File: src/logic/ahb_pkg.sv
package ahb_pkg;

    // --------------------------------------------------
    // Transfer type and response encodings
    // --------------------------------------------------

    // HTRANS as seen by the decoder
    typedef enum logic [1:0] {
        HTRANS_IDLE   = 2'b00,      // No transfer wanted
        HTRANS_BUSY   = 2'b01,      // Master stalls mid-burst
        HTRANS_NONSEQ = 2'b10,      // Single or first beat
        HTRANS_SEQ    = 2'b11       // Following burst beats
    } htrans_t;

    // HRESP, AHB2 style with retry and split
    typedef enum logic [1:0] {
        HRESP_OKAY  = 2'b00,
        HRESP_ERROR = 2'b01,        // Two-cycle error
        HRESP_RETRY = 2'b10,
        HRESP_SPLIT = 2'b11
    } hresp_t;

    // --------------------------------------------------
    // Bus widths
    // --------------------------------------------------

    // Decoded slice of HADDR, 1 KB granularity
    localparam int ADDR_MSB = 31;
    localparam int ADDR_LSB = 10;   // 22-bit field

    // Read data bus, top level may widen it
    localparam int DATA_WIDTH_DEF = 32;

endpackage
File: src/logic/matrix_map_pkg.sv
package matrix_map_pkg;

    // --------------------------------------------------
    // Output ports of the slave interface
    // --------------------------------------------------

    localparam int NUM_PORTS = 6;   // MI0 to MI5

    // Port code, default slave sits apart at 8
    typedef enum logic [3:0] {
        PORT_MI0 = 4'd0,
        PORT_MI1 = 4'd1,
        PORT_MI2 = 4'd2,
        PORT_MI3 = 4'd3,
        PORT_MI4 = 4'd4,
        PORT_MI5 = 4'd5,
        PORT_DFT = 4'd8             // Unmapped space
    } port_t;

    // --------------------------------------------------
    // Address map in HADDR[31:10] units
    // --------------------------------------------------

    // Inclusive bounds, index is the port number
    localparam logic [ahb_pkg::ADDR_MSB:ahb_pkg::ADDR_LSB] REGION_LO [NUM_PORTS] = '{
        22'h000000,                 // MI0 0x00000000
        22'h080000,                 // MI1 0x20000000
        22'h100000,                 // MI2 0x40000000
        22'h100040,                 // MI3 0x40010000
        22'h100044,                 // MI4 0x40011000
        22'h100020                  // MI5 0x40008000
    };

    localparam logic [ahb_pkg::ADDR_MSB:ahb_pkg::ADDR_LSB] REGION_HI [NUM_PORTS] = '{
        22'h0003ff,                 // MI0 0x000FFFFF
        22'h0803ff,                 // MI1 0x200FFFFF
        22'h100017,                 // MI2 0x40005FFF
        22'h100043,                 // MI3 0x40010FFF
        22'h100057,                 // MI4 0x40015FFF
        22'h100020                  // MI5 0x400083FF, one 1 KB page
    };

    // Default slave FSM
    typedef enum logic {
        DS_IDLE = 1'b0,             // OKAY, or first error cycle pending
        DS_ERR2 = 1'b1              // Second error cycle, ready high
    } DS_STATE_T;

endpackage

File: src/logic/ahb_decoder_stage.sv
module ahb_decoder_stage #(
    parameter int DATA_WIDTH = ahb_pkg::DATA_WIDTH_DEF
) (
    input  logic                                       HCLK,
    input  logic                                       HRESETn,

    // From the input stage
    input  logic                                       hreadys,         // Transfer done
    input  logic                                       sel_dec,         // HSEL in
    input  logic [ahb_pkg::ADDR_MSB:ahb_pkg::ADDR_LSB] decode_addr_dec,
    input  ahb_pkg::htrans_t                           trans_dec,

    // From the bus switches, one entry per MI port
    input  logic [matrix_map_pkg::NUM_PORTS-1:0]       active_in,
    input  logic [matrix_map_pkg::NUM_PORTS-1:0]       readyout_in,
    input  ahb_pkg::hresp_t                            resp_in [matrix_map_pkg::NUM_PORTS],
    input  logic [DATA_WIDTH-1:0]                      rdata_in [matrix_map_pkg::NUM_PORTS],

    // To the bus switches
    output logic [matrix_map_pkg::NUM_PORTS-1:0]       sel_out,         // HSEL per port

    // Back to the input stage
    output logic                                       active_dec,
    output logic                                       hreadyouts,
    output ahb_pkg::hresp_t                            hresps,
    output logic [DATA_WIDTH-1:0]                      hrdatas
);
    import ahb_pkg::*;
    import matrix_map_pkg::*;

    port_t  addr_port;          // Address-phase port
    port_t  data_port;          // Data-phase owner
    logic   dft_sel;
    logic   dft_readyout;
    hresp_t dft_resp;

    // --------------------------------------------------
    // Address phase
    // --------------------------------------------------

    addr_decode_stage u_addr_decode (
        .sel_dec         (sel_dec),
        .decode_addr_dec (decode_addr_dec),
        .trans_dec       (trans_dec),
        .data_port       (data_port),       // Idle hold feedback
        .active_in       (active_in),
        .addr_port       (addr_port),
        .sel_out         (sel_out),
        .dft_sel         (dft_sel),
        .active_dec      (active_dec)
    );

    // --------------------------------------------------
    // Data phase and default slave
    // --------------------------------------------------

    data_phase_stage #(
        .DATA_WIDTH (DATA_WIDTH)
    ) u_data_phase (
        .HCLK         (HCLK),
        .HRESETn      (HRESETn),
        .hreadys      (hreadys),
        .addr_port    (addr_port),
        .readyout_in  (readyout_in),
        .resp_in      (resp_in),
        .rdata_in     (rdata_in),
        .dft_readyout (dft_readyout),
        .dft_resp     (dft_resp),
        .data_port    (data_port),
        .hreadyouts   (hreadyouts),
        .hresps       (hresps),
        .hrdatas      (hrdatas)
    );

    // Answers unmapped accesses
    default_slave u_default_slave (
        .HCLK         (HCLK),
        .HRESETn      (HRESETn),
        .dft_sel      (dft_sel),
        .trans_dec    (trans_dec),
        .hreadys      (hreadys),
        .dft_readyout (dft_readyout),
        .dft_resp     (dft_resp)
    );

endmodule

File: src/logic/default_slave.sv
module default_slave (
    input  logic             HCLK,
    input  logic             HRESETn,
    input  logic             dft_sel,
    input  ahb_pkg::htrans_t trans_dec,
    input  logic             hreadys,
    output logic             dft_readyout,
    output ahb_pkg::hresp_t  dft_resp
);
    import ahb_pkg::*;
    import matrix_map_pkg::*;

    DS_STATE_T ds_state;
    DS_STATE_T ds_state_nxt;
    logic      err_first;       // First error cycle, ready low
    logic      trans_req;       // Real transfer accepted into unmapped space

    // IDLE and BUSY get OKAY with no waits
    assign trans_req = dft_sel && hreadys &&
                       ((trans_dec == HTRANS_NONSEQ) || (trans_dec == HTRANS_SEQ));

    // --------------------------------------------------
    // Error sequence FSM
    // --------------------------------------------------

    always_comb
    begin
        ds_state_nxt = ds_state;
        case (ds_state)
            DS_IDLE:
            begin
                if (err_first)
                begin
                    ds_state_nxt = DS_ERR2;         // Ready goes high next
                end
            end
            DS_ERR2:
            begin
                ds_state_nxt = DS_IDLE;             // Sequence done
            end
        endcase
    end

    always_ff @(posedge HCLK)
    begin
        if (!HRESETn)
        begin
            ds_state  <= DS_IDLE;
            err_first <= 1'b0;
        end
        else
        begin
            ds_state  <= ds_state_nxt;
            err_first <= trans_req;                 // Low again while hreadys low
        end
    end

    // Ready low only in the first error cycle
    assign dft_readyout = ~err_first;
    assign dft_resp     = (err_first || (ds_state == DS_ERR2)) ? HRESP_ERROR : HRESP_OKAY;

endmodule

File: src/logic/data_phase_stage.sv
module data_phase_stage #(
    parameter int DATA_WIDTH = ahb_pkg::DATA_WIDTH_DEF
) (
    input  logic                                 HCLK,
    input  logic                                 HRESETn,
    input  logic                                 hreadys,
    input  matrix_map_pkg::port_t                addr_port,

    // Per-port response side
    input  logic [matrix_map_pkg::NUM_PORTS-1:0] readyout_in,
    input  ahb_pkg::hresp_t                      resp_in [matrix_map_pkg::NUM_PORTS],
    input  logic [DATA_WIDTH-1:0]                rdata_in [matrix_map_pkg::NUM_PORTS],

    // Default slave response
    input  logic                                 dft_readyout,
    input  ahb_pkg::hresp_t                      dft_resp,

    output matrix_map_pkg::port_t                data_port,
    output logic                                 hreadyouts,
    output ahb_pkg::hresp_t                      hresps,
    output logic [DATA_WIDTH-1:0]                hrdatas
);
    import matrix_map_pkg::*;

    // --------------------------------------------------
    // Data-phase owner
    // --------------------------------------------------

    // Loads on every completed address phase
    // hreadys, not hreadyouts, so a stalled owner keeps the bus
    always_ff @(posedge HCLK)
    begin
        if (!HRESETn)
        begin
            data_port <= PORT_MI0;                  // Reset owner
        end
        else if (hreadys)
        begin
            data_port <= addr_port;
        end
        // hreadys low: wait states, hold
    end

    // --------------------------------------------------
    // Response muxes
    // --------------------------------------------------

    // Default slave values first, a matching MI port overrides
    always_comb
    begin
        hreadyouts = dft_readyout;
        hresps     = dft_resp;
        hrdatas    = '0;                            // Default slave reads zero
        for (int i = 0; i < NUM_PORTS; i++)
        begin
            if (data_port == port_t'(4'(i)))
            begin
                hreadyouts = readyout_in[i];        // Back-pressure passes straight
                hresps     = resp_in[i];
                hrdatas    = rdata_in[i];
            end
        end
    end

endmodule

File: src/logic/addr_decode_stage.sv
module addr_decode_stage (
    input  logic                                       sel_dec,
    input  logic [ahb_pkg::ADDR_MSB:ahb_pkg::ADDR_LSB] decode_addr_dec,
    input  ahb_pkg::htrans_t                           trans_dec,
    input  matrix_map_pkg::port_t                      data_port,
    input  logic [matrix_map_pkg::NUM_PORTS-1:0]       active_in,
    output matrix_map_pkg::port_t                      addr_port,
    output logic [matrix_map_pkg::NUM_PORTS-1:0]       sel_out,
    output logic                                       dft_sel,
    output logic                                       active_dec
);
    import ahb_pkg::*;
    import matrix_map_pkg::*;

    logic [NUM_PORTS-1:0] region_hit;   // Address inside the port region
    logic [NUM_PORTS-1:0] hold_hit;     // IDLE stays with data-phase owner
    logic                 trans_idle;

    assign trans_idle = (trans_dec == HTRANS_IDLE);

    // --------------------------------------------------
    // Region compare
    // --------------------------------------------------

    // One comparator pair per port, bounds from the map package
    always_comb
    begin
        for (int i = 0; i < NUM_PORTS; i++)
        begin
            region_hit[i] = (decode_addr_dec >= REGION_LO[i]) &&
                            (decode_addr_dec <= REGION_HI[i]);
            hold_hit[i]   = trans_idle && (data_port == port_t'(4'(i)));
        end
    end

    // Priority MI0 first, walk down so the lowest hit is left standing
    always_comb
    begin
        addr_port = PORT_DFT;                       // Nothing matched
        for (int i = NUM_PORTS - 1; i >= 0; i--)
        begin
            if (region_hit[i] || hold_hit[i])
            begin
                addr_port = port_t'(4'(i));
            end
        end
    end

    // --------------------------------------------------
    // Selects and active flag
    // --------------------------------------------------

    // At most one select, none without sel_dec
    always_comb
    begin
        for (int i = 0; i < NUM_PORTS; i++)
        begin
            sel_out[i] = sel_dec && (addr_port == port_t'(4'(i)));
        end
    end

    assign dft_sel = sel_dec && (addr_port == PORT_DFT);  // Error responder

    // Active of the addressed port
    always_comb
    begin
        active_dec = 1'b1;                          // Default slave never busy
        for (int i = 0; i < NUM_PORTS; i++)
        begin
            if (addr_port == port_t'(4'(i)))
            begin
                active_dec = active_in[i];
            end
        end
    end

endmodule

File: config.mk
export PLATFORM = sky130hd
export DESIGN_NAME = ahb_decoder_stage
export DESIGN_NICKNAME = d
export VERILOG_FILES = /design/src/logic/ahb_pkg.sv /design/src/logic/matrix_map_pkg.sv /design/src/logic/ahb_decoder_stage.sv /design/src/logic/default_slave.sv /design/src/logic/data_phase_stage.sv /design/src/logic/addr_decode_stage.sv
export SDC_FILE = /design/constraint.sdc
export NUM_CORES = 1
export LEC_CHECK = 0
export ABC_AREA = 1
export BUFFER_PORTS_ARGS = -buffer_cell sky130_fd_sc_hd__buf_4
export CORE_AREA = 2 2 110 112
export DETAILED_ROUTE_END_ITERATION = 6
export DIE_AREA = 0 0 112 114
export REMOVE_ABC_BUFFERS = 1
export SYNTH_ARGS = -nofsm -noshare
export SYNTH_HDL_FRONTEND = slang
export SYNTH_HIERARCHICAL = 1
export SYNTH_SLANG_ARGS = --single-unit
File: constraint.sdc
create_clock -name HCLK -period 3.33 [get_ports HCLK]
set_input_delay 0 -clock HCLK [delete_from_list [all_inputs] [get_ports HCLK]]
set_output_delay 0 -clock HCLK [all_outputs]
set_load 0.02 [all_outputs]
* Word-level counts from Yosys, hierarchy flattened
Cells that the tools add are included.
** Operators by class
- Magnitude comparators :: 12
- Equality and inequality tests :: 13
- Mux-type cells :: 33
- Bitwise logic cells :: 2
- Reduce and logical (&&, ||, !) cells :: 32
** Operator list (count)
- $mux 32 :: 6
- $ge 22x21->1 const B :: 4
- $le 22x21->1 const B :: 4
- $mux 4 :: 6
- $ge 22x1->1 const B :: 1
- $ge 22x20->1 const B :: 1
- $le 22x10->1 const B :: 1
- $le 22x20->1 const B :: 1
- $logic_and 1x1->1 :: 21
- $eq 4x2->1 const B :: 4
- $eq 4x3->1 const B :: 4
- $mux 1 :: 14
- $mux 2 :: 6
- $eq 4x1->1 const B :: 2
- $logic_not 4->1 :: 2
- $logic_or 1x1->1 :: 8
- $eq 2x2->1 const B :: 2
- $eq 4x4->1 const B :: 1
- $logic_not 2->1 :: 1
- $not 1->1 :: 2
- $pmux 1 s2 :: 1
** Storage, ports and cells
- Register bits :: 6
- Input port bits :: 244
- Output and inout bits :: 42
- Logic and storage cells :: 95

* Longest topological paths before layout
Gate-level depths: netlist of the first run.
- Depth after elaboration :: 16
- Gate-level depth with buffers :: 16
- Depth with buffers taken out :: 16

* Modules after synthesis
The synthesis of the first run kept the hierarchy.
** By module, submodules not included
- data_phase_stage :: instances 1, cells each 373, area an instance 1731.7 µm², sequential area each 80.1 µm²
- addr_decode_stage :: instances 1, cells each 133, area an instance 658.1 µm², sequential area each 0.0 µm²
- default_slave :: instances 1, cells each 11, area an instance 80.1 µm², sequential area each 40.0 µm²

* Worst setup path after synthesis of the first run
Ideal clock, no wire load.
- Path type :: register to output
- Start :: register u_data_phase.data_port[1]
- End :: output port sel_out[4] (netlist name)
- Arrival :: 1.850 ns
- Required time :: 3.330 ns
- Path slack :: 1.480 ns
- Cell stages (with the launch flop) :: 9
- Path buffers :: 0
- Cell sequence :: dfxtp_1 > nor2_1 > nand3_1 > inv_1 > nor2_2 > nand2_2 > nor2_4 > nand2_2 > nor4_1
** On the way
- Word-level cells in the longest chain between the ends :: 11
- Elaborated cells between the ends (all ways) :: 26
- Those cells by class :: eq/ne: 6; mux: 6; reduce/logical: 14
** Ends and longest elaborated chain
- start, declared :: line data_phase_stage.sv:18 : output matrix_map_pkg::port_t data_port,
- start signal, assigned :: line data_phase_stage.sv:39 : data_port <= addr_port;
- $eq 4x3->1 :: line addr_decode_stage.sv:32 : hold_hit[i] = trans_idle && (data_port == port_t'(4'(i)));
- $logic_and 1x1->1 :: line addr_decode_stage.sv:32
- $logic_or 1x1->1 :: line addr_decode_stage.sv:42 : if (region_hit[i] || hold_hit[i])
- $mux 4 (5 in series) :: line addr_decode_stage.sv:42
- $mux 4 * :: line addr_decode_stage.sv:42
- $eq 4x3->1 * :: line addr_decode_stage.sv:58 : sel_out[i] = sel_dec && (addr_port == port_t'(4'(i)));
- $logic_and 1x1->1 * :: line addr_decode_stage.sv:58
- end, declared :: line ahb_decoder_stage.sv:20 : output logic [matrix_map_pkg::NUM_PORTS-1:0] sel_out,
Every way passes the cells marked *; elsewhere a longest branch is shown, timed or not.

* Worst setup path in the final report of the first run
- Start :: register u_data_phase.data_port[0]
- End :: output port hrdatas[19]
** On the way
- Word-level cells in the longest chain between the ends :: 7
- Elaborated cells between the ends (all ways) :: 12
- Those cells by class :: eq/ne: 5; mux: 6; reduce/logical: 1
** Ends and longest elaborated chain
- $logic_not 4->1 :: line data_phase_stage.sv:56 : if (data_port == port_t'(4'(i)))
- $mux 32 (5 in series) :: line data_phase_stage.sv:56
- $mux 32 * :: line data_phase_stage.sv:56
- end, declared :: line ahb_decoder_stage.sv:26 : output logic [DATA_WIDTH-1:0] hrdatas
Marks and branches as above.

==> results of run 1 <==
==> through the flow <==
step / area (um2) / utilization (%)
floorplan: 2330 / -
global placement: 4720 / 40.3
detailed placement: 4720 / 40.3
CTS: 4800 / 41.0
global route: 4800 / 41.0
finish: 4800 / 41.0
==> layer usage <==
layer / routed length, um / part of all wire [%]
met1: 6090 / 43
met2: 6760 / 47
met3: 1340 / 9.4
met4: 80 / 0.56
met5: 0 / 0
==> flip-flops by register name, indices dropped and copies added, names as in the netlist <==
| register | count |
|---|---|
| u_data_phase/data_port | 4 |
| u_default_slave/ds_state | 1 |
| u_default_slave/err_first | 1 |
==> report_power, final <==
group	internal (mW)	switching (mW)
clock	0.154	0.0380
combinational	0.359	0.363
sequential	0.0761	0.00709
==> placed cells by master (no fill, tap or decap), types with 3 or more instances in the layout <==
cell and n:
or2_1 3, inv_2 6, nand2_2 6, clkbuf_16 3, nand3_1 90, o21ai_0 4, nand2_1 195, nor3_1 3
a21oi_1 35, dfxtp_1 6, nand4_1 41, inv_1 32, nor2_4 3, nor2_2 5, buf_4 292, nor2_1 40
nor4_1 3
==> kinds of logic (layout without fill, tap and decap cells) <==
logic type      after synthesis  in the layout  share of synthesized area, %
simple gates                398            398                          73.6
other cells                   1              1                         0.152
flops                         6              6                          4.86
compound gates               42             42                          9.07
buf+inv                      70            337                          12.4
==> tightest hold or removal path, cell delays in order <==
cell,delay [ns]
buf_4,0.08
nand2_1,0.04
nor2_1,0.08
==> how the worst max path moves through the flow <==
stage	slack, ns	to	from	depth (start not counted)
floorplan	-0.66	hreadyouts	u_data_phase/data_port[3]	9
global placement	1.29	hrdatas[16]	u_data_phase/data_port[0]	8
detailed placement	1.31	hrdatas[19]	u_data_phase/data_port[0]	8
CTS	1.07	hrdatas[19]	u_data_phase/data_port[0]	8
global route	0.87	hrdatas[26]	u_data_phase/data_port[0]	8
finish	1.07	hrdatas[19]	u_data_phase/data_port[0]	8
==> final cells by class <==
cell class / count / area (um2) / share of cell area [%]
Multi-Input combinational cell: 441 / 2060 / 43.0
Inverter: 42 / 161 / 3.37
Tap cell: 147 / 184 / 3.84
Timing Repair Buffer: 292 / 2190 / 45.7
Sequential cell: 6 / 120 / 2.50
Clock buffer: 3 / 75.1 / 1.57
==> metrics.yaml, run 1 <==
global_routing:
  grt_start_max_net_pins: 73
  grt.busiest_layer: "met2"
  antenna_found_initial: 0
  use_met3_pct: 3.88
  grt_pass1_vias: 4023
  globalRouteMet1Util_pct: 27.6
  overflow: 0
  grt_util_all_layers_pct: 20.3
  gr-usage-met2_pct: 35.2
  grt_pass1_wl_um: 21100
synthesis:
  ys_types: 31
  ys_seq_elements: 6
  syn_area_per_cell_um2: 4.78
  synth_area_leaders: "nand2_1 (30%), nand3_1 (18%), nand4_1 (10%)"
  ys.flop_type: "dfxtp_1"
  synthesis.instances: 517
  async_reset_ff_share_pct: 0
  netlist_area_mm2: 0.00247
  synthMostInstantiatedCell: "nand2_1"
  synth_common_cells: "nand2_1 (195), nand3_1 (90), nand4_1 (41), nor2_1 (41), a21oi_1 (35)"
  ys_seq_area_share_pct: 4.86
  ys_warn_count: 6
  synth-edff-count: 0
  synth_top_cell_by_area: "nand2_1"
  netlist.area_leader.share_pct: 29.6
final_layout:
  nets: 1030
  n_antenna_cell: 0
  syn_to_final_growth_pct: 94.2
  n_fill_cell: 1336
  final_layout_size_suffix_gt1_share_pct: 41.5
  final_cell_count_no_fill: 931
critical_path:
  cp_cell_sequence: "inv_1 > nor2_2 > buf_4 > nand3_1 > nand2_1 > a21oi_1 > nand4_1 > buf_4"
  crit_top_cell: "buf_4"
  rrSetupSlack_ns: 1.59
  arrival_ns: 2.26
  crit_buf_inv: 3
  reg2reg_depth: 10
  worstPathRequired_ns: 3.33
  path_class: "reg -> out"
  r2r-start: "u_data_phase/data_port[1]"
  r2r-end: "u_default_slave/err_first"
  startpoint_type: "register"
  worstSetupEndpointType: "output pin"
  cp_slowest_cell: "nor2_2"
  max_stage_delay_ns: 0.52
  cp_top_family: "simple AND/OR/NAND/NOR gates"
  path_max_fanout: 22
clock_network:
  clockBufferDepth: 2
  h-tree-depth: 1
  post_cts_buffers: 0
  post_cts_resized: 0
  clkSinkCount: 6
  clock_latency_ns: 0.23
  cts_tree: "built"
  cts_made_buffers: 3
  cts_hold_buf: 0
  clock-root-buffer: "clkbuf_16"
  clk_pin_slew_ns: 0.03
placement:
  place_ws_ns: 1.31
  gp_congestion: 0.822
  port_buffers: 285
  dp_cells: 928
  dp_hpwl_um: 11500
timing:
  period_minus_slack_ns: 2.26
  clock_skew_ns: 0.000500
  finalSetupViolCount: 0
  timing.fmax_mhz: 443
  finalHoldViolCount: 0
  worst_slew_pin_slew_ns: 0.702
  rsz0062_at_grt: "false"
  post-route-period-util_pct: 67.8
  finalWorstSetupSlack_ns: 1.07
  slew_violations: 0
  maxSlewHeadroom_pct: 53.2
  timing.hold.ws_ns: 0.0135
  tns_ns: 0
job:
  maxCapViolCount: 0
min_path:
  whs_path_depth: 3
  min_path_type: "in -> reg"
  hold_start: "trans_dec[1]"
  hold_end: "u_default_slave/err_first"
floorplanning:
  ios: 286
  core_area_mm2: 0.0117
  die_w_um: 112
  dieArea_mm2: 0.0128
  rows: 40
  die_h_um: 114
  initial_core_util_pct: 21.1
routing:
  wl_per_cell_um: 15.3
  drt_first_pass_iters: 5
  drt_iter0_drc: 392
  routed_wl_um: 14300
  ant_nets: 0
  drcViolationCount: 0
  via_count: 4389
  via_per_inst: 4.71
power_and_ir_drop:
  finalPower_uw: 997
  powerDensity_mw_per_mm2: 208
  leakagePower_nw: 2.56
  irDropWorstVdd_mv: 0.175
outcome:
  outcome: "finished clean"
No activity file was read; power rests on OpenSTA's default activity.
==> run 2, diff against run 1 <==
clock period = 2.1 ns   (was 3.33 ns; I/O delays follow)
==> metrics.yaml, run 2 (same netlist as run 1, synthesis figures left out) <==
outcome:
  outcome: "finished clean"
global_routing:
  grt_pass1_wl_um: 21100  # unchanged
  grt_start_max_net_pins: 39  # -47%
  grt_pass1_vias: 3988  # -0.87%
  gr-usage-met2_pct: 35.1  # -0.12 points
  overflow: 0  # unchanged
  antenna_found_initial: 1  # +1
  use_met3_pct: 4.25  # +0.37 points
  grt_util_all_layers_pct: 20.5  # +0.14 points
  grt.busiest_layer: "met2"
  globalRouteMet1Util_pct: 26.6  # -1.0 points
clock_network:
  clockBufferDepth: 2  # unchanged
  clock_latency_ns: 0.23  # about the same
  post_cts_buffers: 0  # unchanged
  h-tree-depth: 1  # unchanged
  post_cts_resized: 0  # unchanged
  cts_tree: "built"
  cts_hold_buf: 0  # unchanged
  clock-root-buffer: "clkbuf_16"
  clk_pin_slew_ns: 0.03  # about the same
  clkSinkCount: 6  # unchanged
  cts_made_buffers: 3  # unchanged
floorplanning:
  dieArea_mm2: 0.0128  # unchanged
  ios: 286  # unchanged
  die_w_um: 112  # unchanged
  initial_core_util_pct: 21.1  # unchanged
  rows: 40  # unchanged
  core_area_mm2: 0.0117  # unchanged
  die_h_um: 114  # unchanged
power_and_ir_drop:
  swShare_pct: 40.8  # -0.11 points
  intPower_uw: 947  # +61%
  seq_power_share_pct: 8.1  # -0.2 points
  p_comb_share_pct: 72.8  # +0.4 points
  irDropWorstVdd_mv: 0.262  # +49%
  pwr-share-clk_pct: 19.1  # about the same
  powerDensity_mw_per_mm2: 328  # +58%
  leakagePower_nw: 2.61  # +1.6%
  switching_power_uw: 653  # +60%
final_layout:
  multiInputGateArea_mm2: 0.00207  # +0.55%
  n_antenna_cell: 0  # unchanged
  n_fill_cell: 1324  # -0.90%
  seqCellArea_um2: 124  # +3.1%
  reg_top3: "u_data_phase/data_port: 4 flops, u_default_slave/ds_state: 1 flops, u_default_slave/err_first: 1 flops"
  largest_register: "u_data_phase/data_port"
  design_area_mm2: 0.00488  # +1.7%
  final_layout_size_suffix_gt1_share_pct: 42.5  # +1.0 points
  utilization_pct: 41.6  # +0.68 points
  largest_register_ffs: 4  # unchanged
  final_cell_count_no_fill: 938  # +0.75%
  syn_to_final_growth_pct: 97.4
  nets: 1037  # +0.68%
  final_cell_mix: "buf_4 (298), nand2_1 (195), nand3_1 (90)"
  final_common_cell: "buf_4"
critical_path:
  arrival_ns: 1.92  # -0.34 ns
  worstSetupEndpoint: "active_dec"
  r2r-end: "u_data_phase/data_port[0]"
  worstSetupEndpointType: "output pin"
  startpoint_type: "register"
  worstPathRequired_ns: 2.10  # -1.23 ns
  reg2reg_depth: 10  # unchanged
  cp-startpoint: "u_data_phase/data_port[3]"
  r2r-start: "u_data_phase/data_port[3]"
  path_max_fanout: 6  # -73%
  path_class: "reg -> out"
  rrSetupSlack_ns: 0.47  # -1.12 ns
timing:
  slew_violations: 0  # unchanged
  finalSetupViolCount: 0  # unchanged
  rsz0062_at_grt: "false"
  finalHoldViolCount: 0  # unchanged
  period_minus_slack_ns: 1.92
  clock_skew_ns: 0.00113  # +0.000631 ns
  post-route-period-util_pct: 91.4
  timing.fmax_mhz: 521
  timing.hold.ws_ns: 0.00187  # -0.0116 ns
  tns_ns: 0  # unchanged
routing:
  drcViolationCount: 0  # unchanged
  ant_nets: 0  # unchanged
  via_per_inst: 4.70  # -0.41%
  routed_wl_um: 14400  # +1.0%
  drt_first_pass_iters: 4  # -1
  via_count: 4404  # +0.34%
  wl_per_cell_um: 15.4  # +0.29%
  drt_iter0_drc: 274  # -30%
job:
  maxCapViolCount: 0  # unchanged
placement:
  placed_cell_area_mm2: 0.00479  # +1.4%
  port_buffers: 285  # unchanged
  gp_congestion: 0.852  # +3.7%
  dp_hpwl_um: 11800  # +2.5%
  dp_cells: 935  # +0.75%
min_path:
  min_path_type: "in -> reg"
[run 2: cell count changes in the layout (fill, tap and decap cells not counted), sizes merged]
cell | before | now
buf | 292 | 299
[run 2: cell type report]
type                       instances  share of cell area, %
inverter                          42                   3.31
tap                              147                   3.77
sequential                         6                   2.54
timing repair buffer             299                   46.3
multi-input combinational        441                   42.5
clock buffer                       3                   1.54
[run 2: through the flow]
| step | power (mW) | setup WS (ns) |
|---|---|---|
| after detailed placement | 1.30 | 0.267 |
| after floorplan | 0.634 | -1.89 |
| final | 1.60 | 0.180 |
| after CTS | 1.61 | 0.0151 |
| after global routing | 1.71 | 0.0245 |
| after global placement | 1.30 | 0.283 |
[run 2: layer usage]
| metal | vias up | wire (um) |
|---|---|---|
| li1 | 2263 | - |
| met1 | 1922 | 6210 |
| met2 | 197 | 6790 |
| met3 | 20 | 1140 |
| met4 | 2 | 265 |
| met5 | - | 13 |
[run 2: worst min path at each step]
stage                 startpoint                   endpoint  slack [ns]  cells after the start
global route        trans_dec[1]  u_default_slave/err_first        0.02                      3
finish              trans_dec[1]  u_default_slave/err_first       0.002                      3
detailed placement  trans_dec[1]  u_default_slave/err_first        0.24                      3
floorplan           trans_dec[1]  u_default_slave/err_first        0.11                      2
global placement    trans_dec[1]  u_default_slave/err_first        0.23                      3
CTS                 trans_dec[1]  u_default_slave/err_first       0.003                      3
[run 2: power by group through the flow]
stage	logic, mW	registers, mW	clock network [mW]
3_3_place_gp	1.17	0.130	0
5_1_grt	1.26	0.131	0.321
6_report	1.16	0.130	0.306
2_1_floorplan	0.505	0.129	0
4_1_cts	1.17	0.129	0.313
3_5_place_dp	1.17	0.130	0
[run 2: worst max-delay path: stages, from the launching register on]
cell,delay (ns)
dfxtp_2,0.35
or2_1,0.24
inv_2,0.08
nand4_1,0.09
nand2_1,0.10
inv_2,0.06
nand2_2,0.08
nand2_2,0.09
a21oi_4,0.21
nand3_2,0.09
nand3_1,0.09
nand2_1,0.05
buf_4,0.15
==> run 3, diff against run 2 <==
BUFFER_PORTS_ARGS = not set   (was -buffer_cell sky130_fd_sc_hd__buf_4)
CORE_AREA = 2 2 111 113   (was 2 2 110 112)
DIE_AREA = 0 0 113 115   (was 0 0 112 114)
DONT_BUFFER_PORTS = 1   (was not set)
==> metrics.yaml, run 3 (same netlist as run 1, synthesis figures left out) <==
global_routing:
  grt_start_max_net_pins: 33  # -15%
  grt_pass1_wl_um: 15800  # -25%
  gr-usage-met2_pct: 25.5  # -9.6 points
  antenna_found_initial: 0  # -1
  grt.busiest_layer: "met2"
  use_met3_pct: 2.48  # -1.8 points
  overflow: 0  # unchanged
  grt_pass1_vias: 2971  # -26%
  grt_util_all_layers_pct: 15.6  # -4.9 points
  globalRouteMet1Util_pct: 21.4  # -5.2 points
critical_path:
  arrival_ns: 1.95  # +0.03 ns
  reg2reg_depth: 11  # +1
  worstSetupEndpoint: "sel_out[1]"
  startpoint_type: "register"
  r2r-end: "u_data_phase/data_port[2]"
  path_max_fanout: 7  # +1
  worstPathRequired_ns: 2.10  # about the same
  rrSetupSlack_ns: 0.49  # +0.02 ns
  r2r-start: "u_data_phase/data_port[3]"
  cp-startpoint: "u_data_phase/data_port[3]"
  path_class: "reg -> out"
  worstSetupEndpointType: "output pin"
placement:
  dp_hpwl_um: 9720  # -18%
  gp_congestion: 0.790  # -7.3%
  port_buffers: 0  # -100%
floorplanning:
  rows: 40  # unchanged
  ios: 286  # unchanged
  die_h_um: 115  # +0.88%
  core_area_mm2: 0.0118  # +0.85%
  initial_core_util_pct: 20.9  # -0.18 points
  die_w_um: 113  # +0.89%
  dieArea_mm2: 0.0130  # +1.8%
final_layout:
  n_antenna_cell: 0  # unchanged
  largest_register_ffs: 4  # unchanged
  utilization_pct: 23.8  # -18 points
  reg_top3: "u_data_phase/data_port: 4 flops, u_default_slave/ds_state: 1 flops, u_default_slave/err_first: 1 flops"
  largest_register: "u_data_phase/data_port"
  syn_to_final_growth_pct: 13.7
  nets: 761  # -27%
  final_cell_mix: "nand2_1 (194), nand3_1 (90), nand4_1 (41)"
  final_layout_size_suffix_gt1_share_pct: 11.1  # -31 points
  final_common_cell: "nand2_1"
timing:
  period_minus_slack_ns: 1.95  # +0.0276 ns
  clock_skew_ns: 0.00188  # +0.000751 ns
  timing.fmax_mhz: 513  # -1.4%
  post-route-period-util_pct: 92.7  # +1.3 points
  finalHoldViolCount: 0  # unchanged
  slew_violations: 0  # unchanged
  finalSetupViolCount: 0  # unchanged
clock_network:
  cts_tree: "built"
  clock_latency_ns: 0.23  # about the same
  clock-root-buffer: "clkbuf_16"
  clkSinkCount: 6  # unchanged
  clockBufferDepth: 2  # unchanged
  cts_made_buffers: 3  # unchanged
  post_cts_buffers: 0  # unchanged
  h-tree-depth: 1  # unchanged
  clk_pin_slew_ns: 0.04  # about the same
power_and_ir_drop:
  leakagePower_nw: 1.27  # -51%
  finalPower_mw: 1.11  # -31%
  powerDensity_mw_per_mm2: 395  # +20%
  irDropWorstVdd_mv: 0.460  # +76%
routing:
  drt_iter0_drc: 332  # +21%
  drt_first_pass_iters: 7  # +3
  drcViolationCount: 20  # +20
  via_count: 3561  # -19%
  routed_wl_um: 11700  # -19%
  ant_nets: 0  # unchanged
  via_per_inst: 5.38  # +15%
  wl_per_cell_um: 17.7  # +15%
outcome:
  violations: "design-rule violations"
  outcome: "complete, but fails checks"
min_path:
  min_path_type: "in -> out"
  whs_path_depth: 2  # -1
job:
  maxCapViolCount: 0  # unchanged
## run 3: cell types whose count changed in the layout (fill, tap and decap cells not counted), sizes merged
cell,delta
buf,-280
dlygate4sd3,+4
## run 3: power by group
part / internal, mW / switching (mW)
Combinational: 0.181 / 0.479
Clock: 0.245 / 0.0716
Sequential: 0.121 / 0.0114
## run 3: repair_timing
item | 4_1_cts | 5_1_grt
hold buffers | 4 | 0
gates resized for setup | 1 | 5
setup endpoints to repair | 2 | 6
gates cloned | 0 | 0
hold endpoints to repair | 6 | 0
## run 3: how the worst min path moves through the flow
stage	to	startpoint	slack [ns]
2_1_floorplan	u_default_slave/err_first	trans_dec[1]	0.11
3_3_place_gp	u_default_slave/err_first	trans_dec[1]	0.12
3_5_place_dp	u_default_slave/err_first	trans_dec[1]	0.12
4_1_cts	u_default_slave/err_first	sel_dec	0.14
5_1_grt	hresps[0]	resp_in[0]	0.19
6_report	hreadyouts	readyout_in[5]	0.18
## run 3: critical path: stages, from the launching register on
cell	delay (ns)
dfxtp_2	0.35
or2_1	0.24
inv_2	0.08
nand3_1	0.07
inv_1	0.11
nor2_4	0.07
nand2_2	0.10
inv_1	0.07
nand2_4	0.11
inv_4	0.06
nor4_2	0.26
buf_4	0.19
## run 3: area by class of cell
type | count | area [um2]
clock buffers | 3 | 75.1
multi-input cells | 441 | 2080
inverters | 42 | 161
repair buffers | 23 | 183
fillers | 1368 | 9000
flip-flops and latches | 6 | 124
well taps | 147 | 184
## run 3: routing by layer
| layer | up-vias | share of wire [%] |
|---|---|---|
| li1 | 1713 | - |
| met1 | 1564 | 41 |
| met2 | 269 | 45 |
| met3 | 15 | 12 |
| met4 | 0 | 1.7 |
| met5 | - | 0 |
## run 3: stage by stage
| step | hold WS [ns] | area (um2) | worst slack, ns | TNS, ns | instances |
|---|---|---|---|---|---|
| finish | 0.179 | 2810 | 0.152 | 0 | 662 |
| global route | 0.191 | 2810 | -0.0265 | -0.0316 | 662 |
| CTS | 0.135 | 2790 | 0.0161 | 0 | 662 |
| detailed placement | 0.123 | 2680 | 0.186 | 0 | 655 |
| global placement | 0.118 | 2680 | 0.270 | 0 | 655 |
| floorplan | 0.114 | 2330 | -1.89 | -62.76 | 489 |
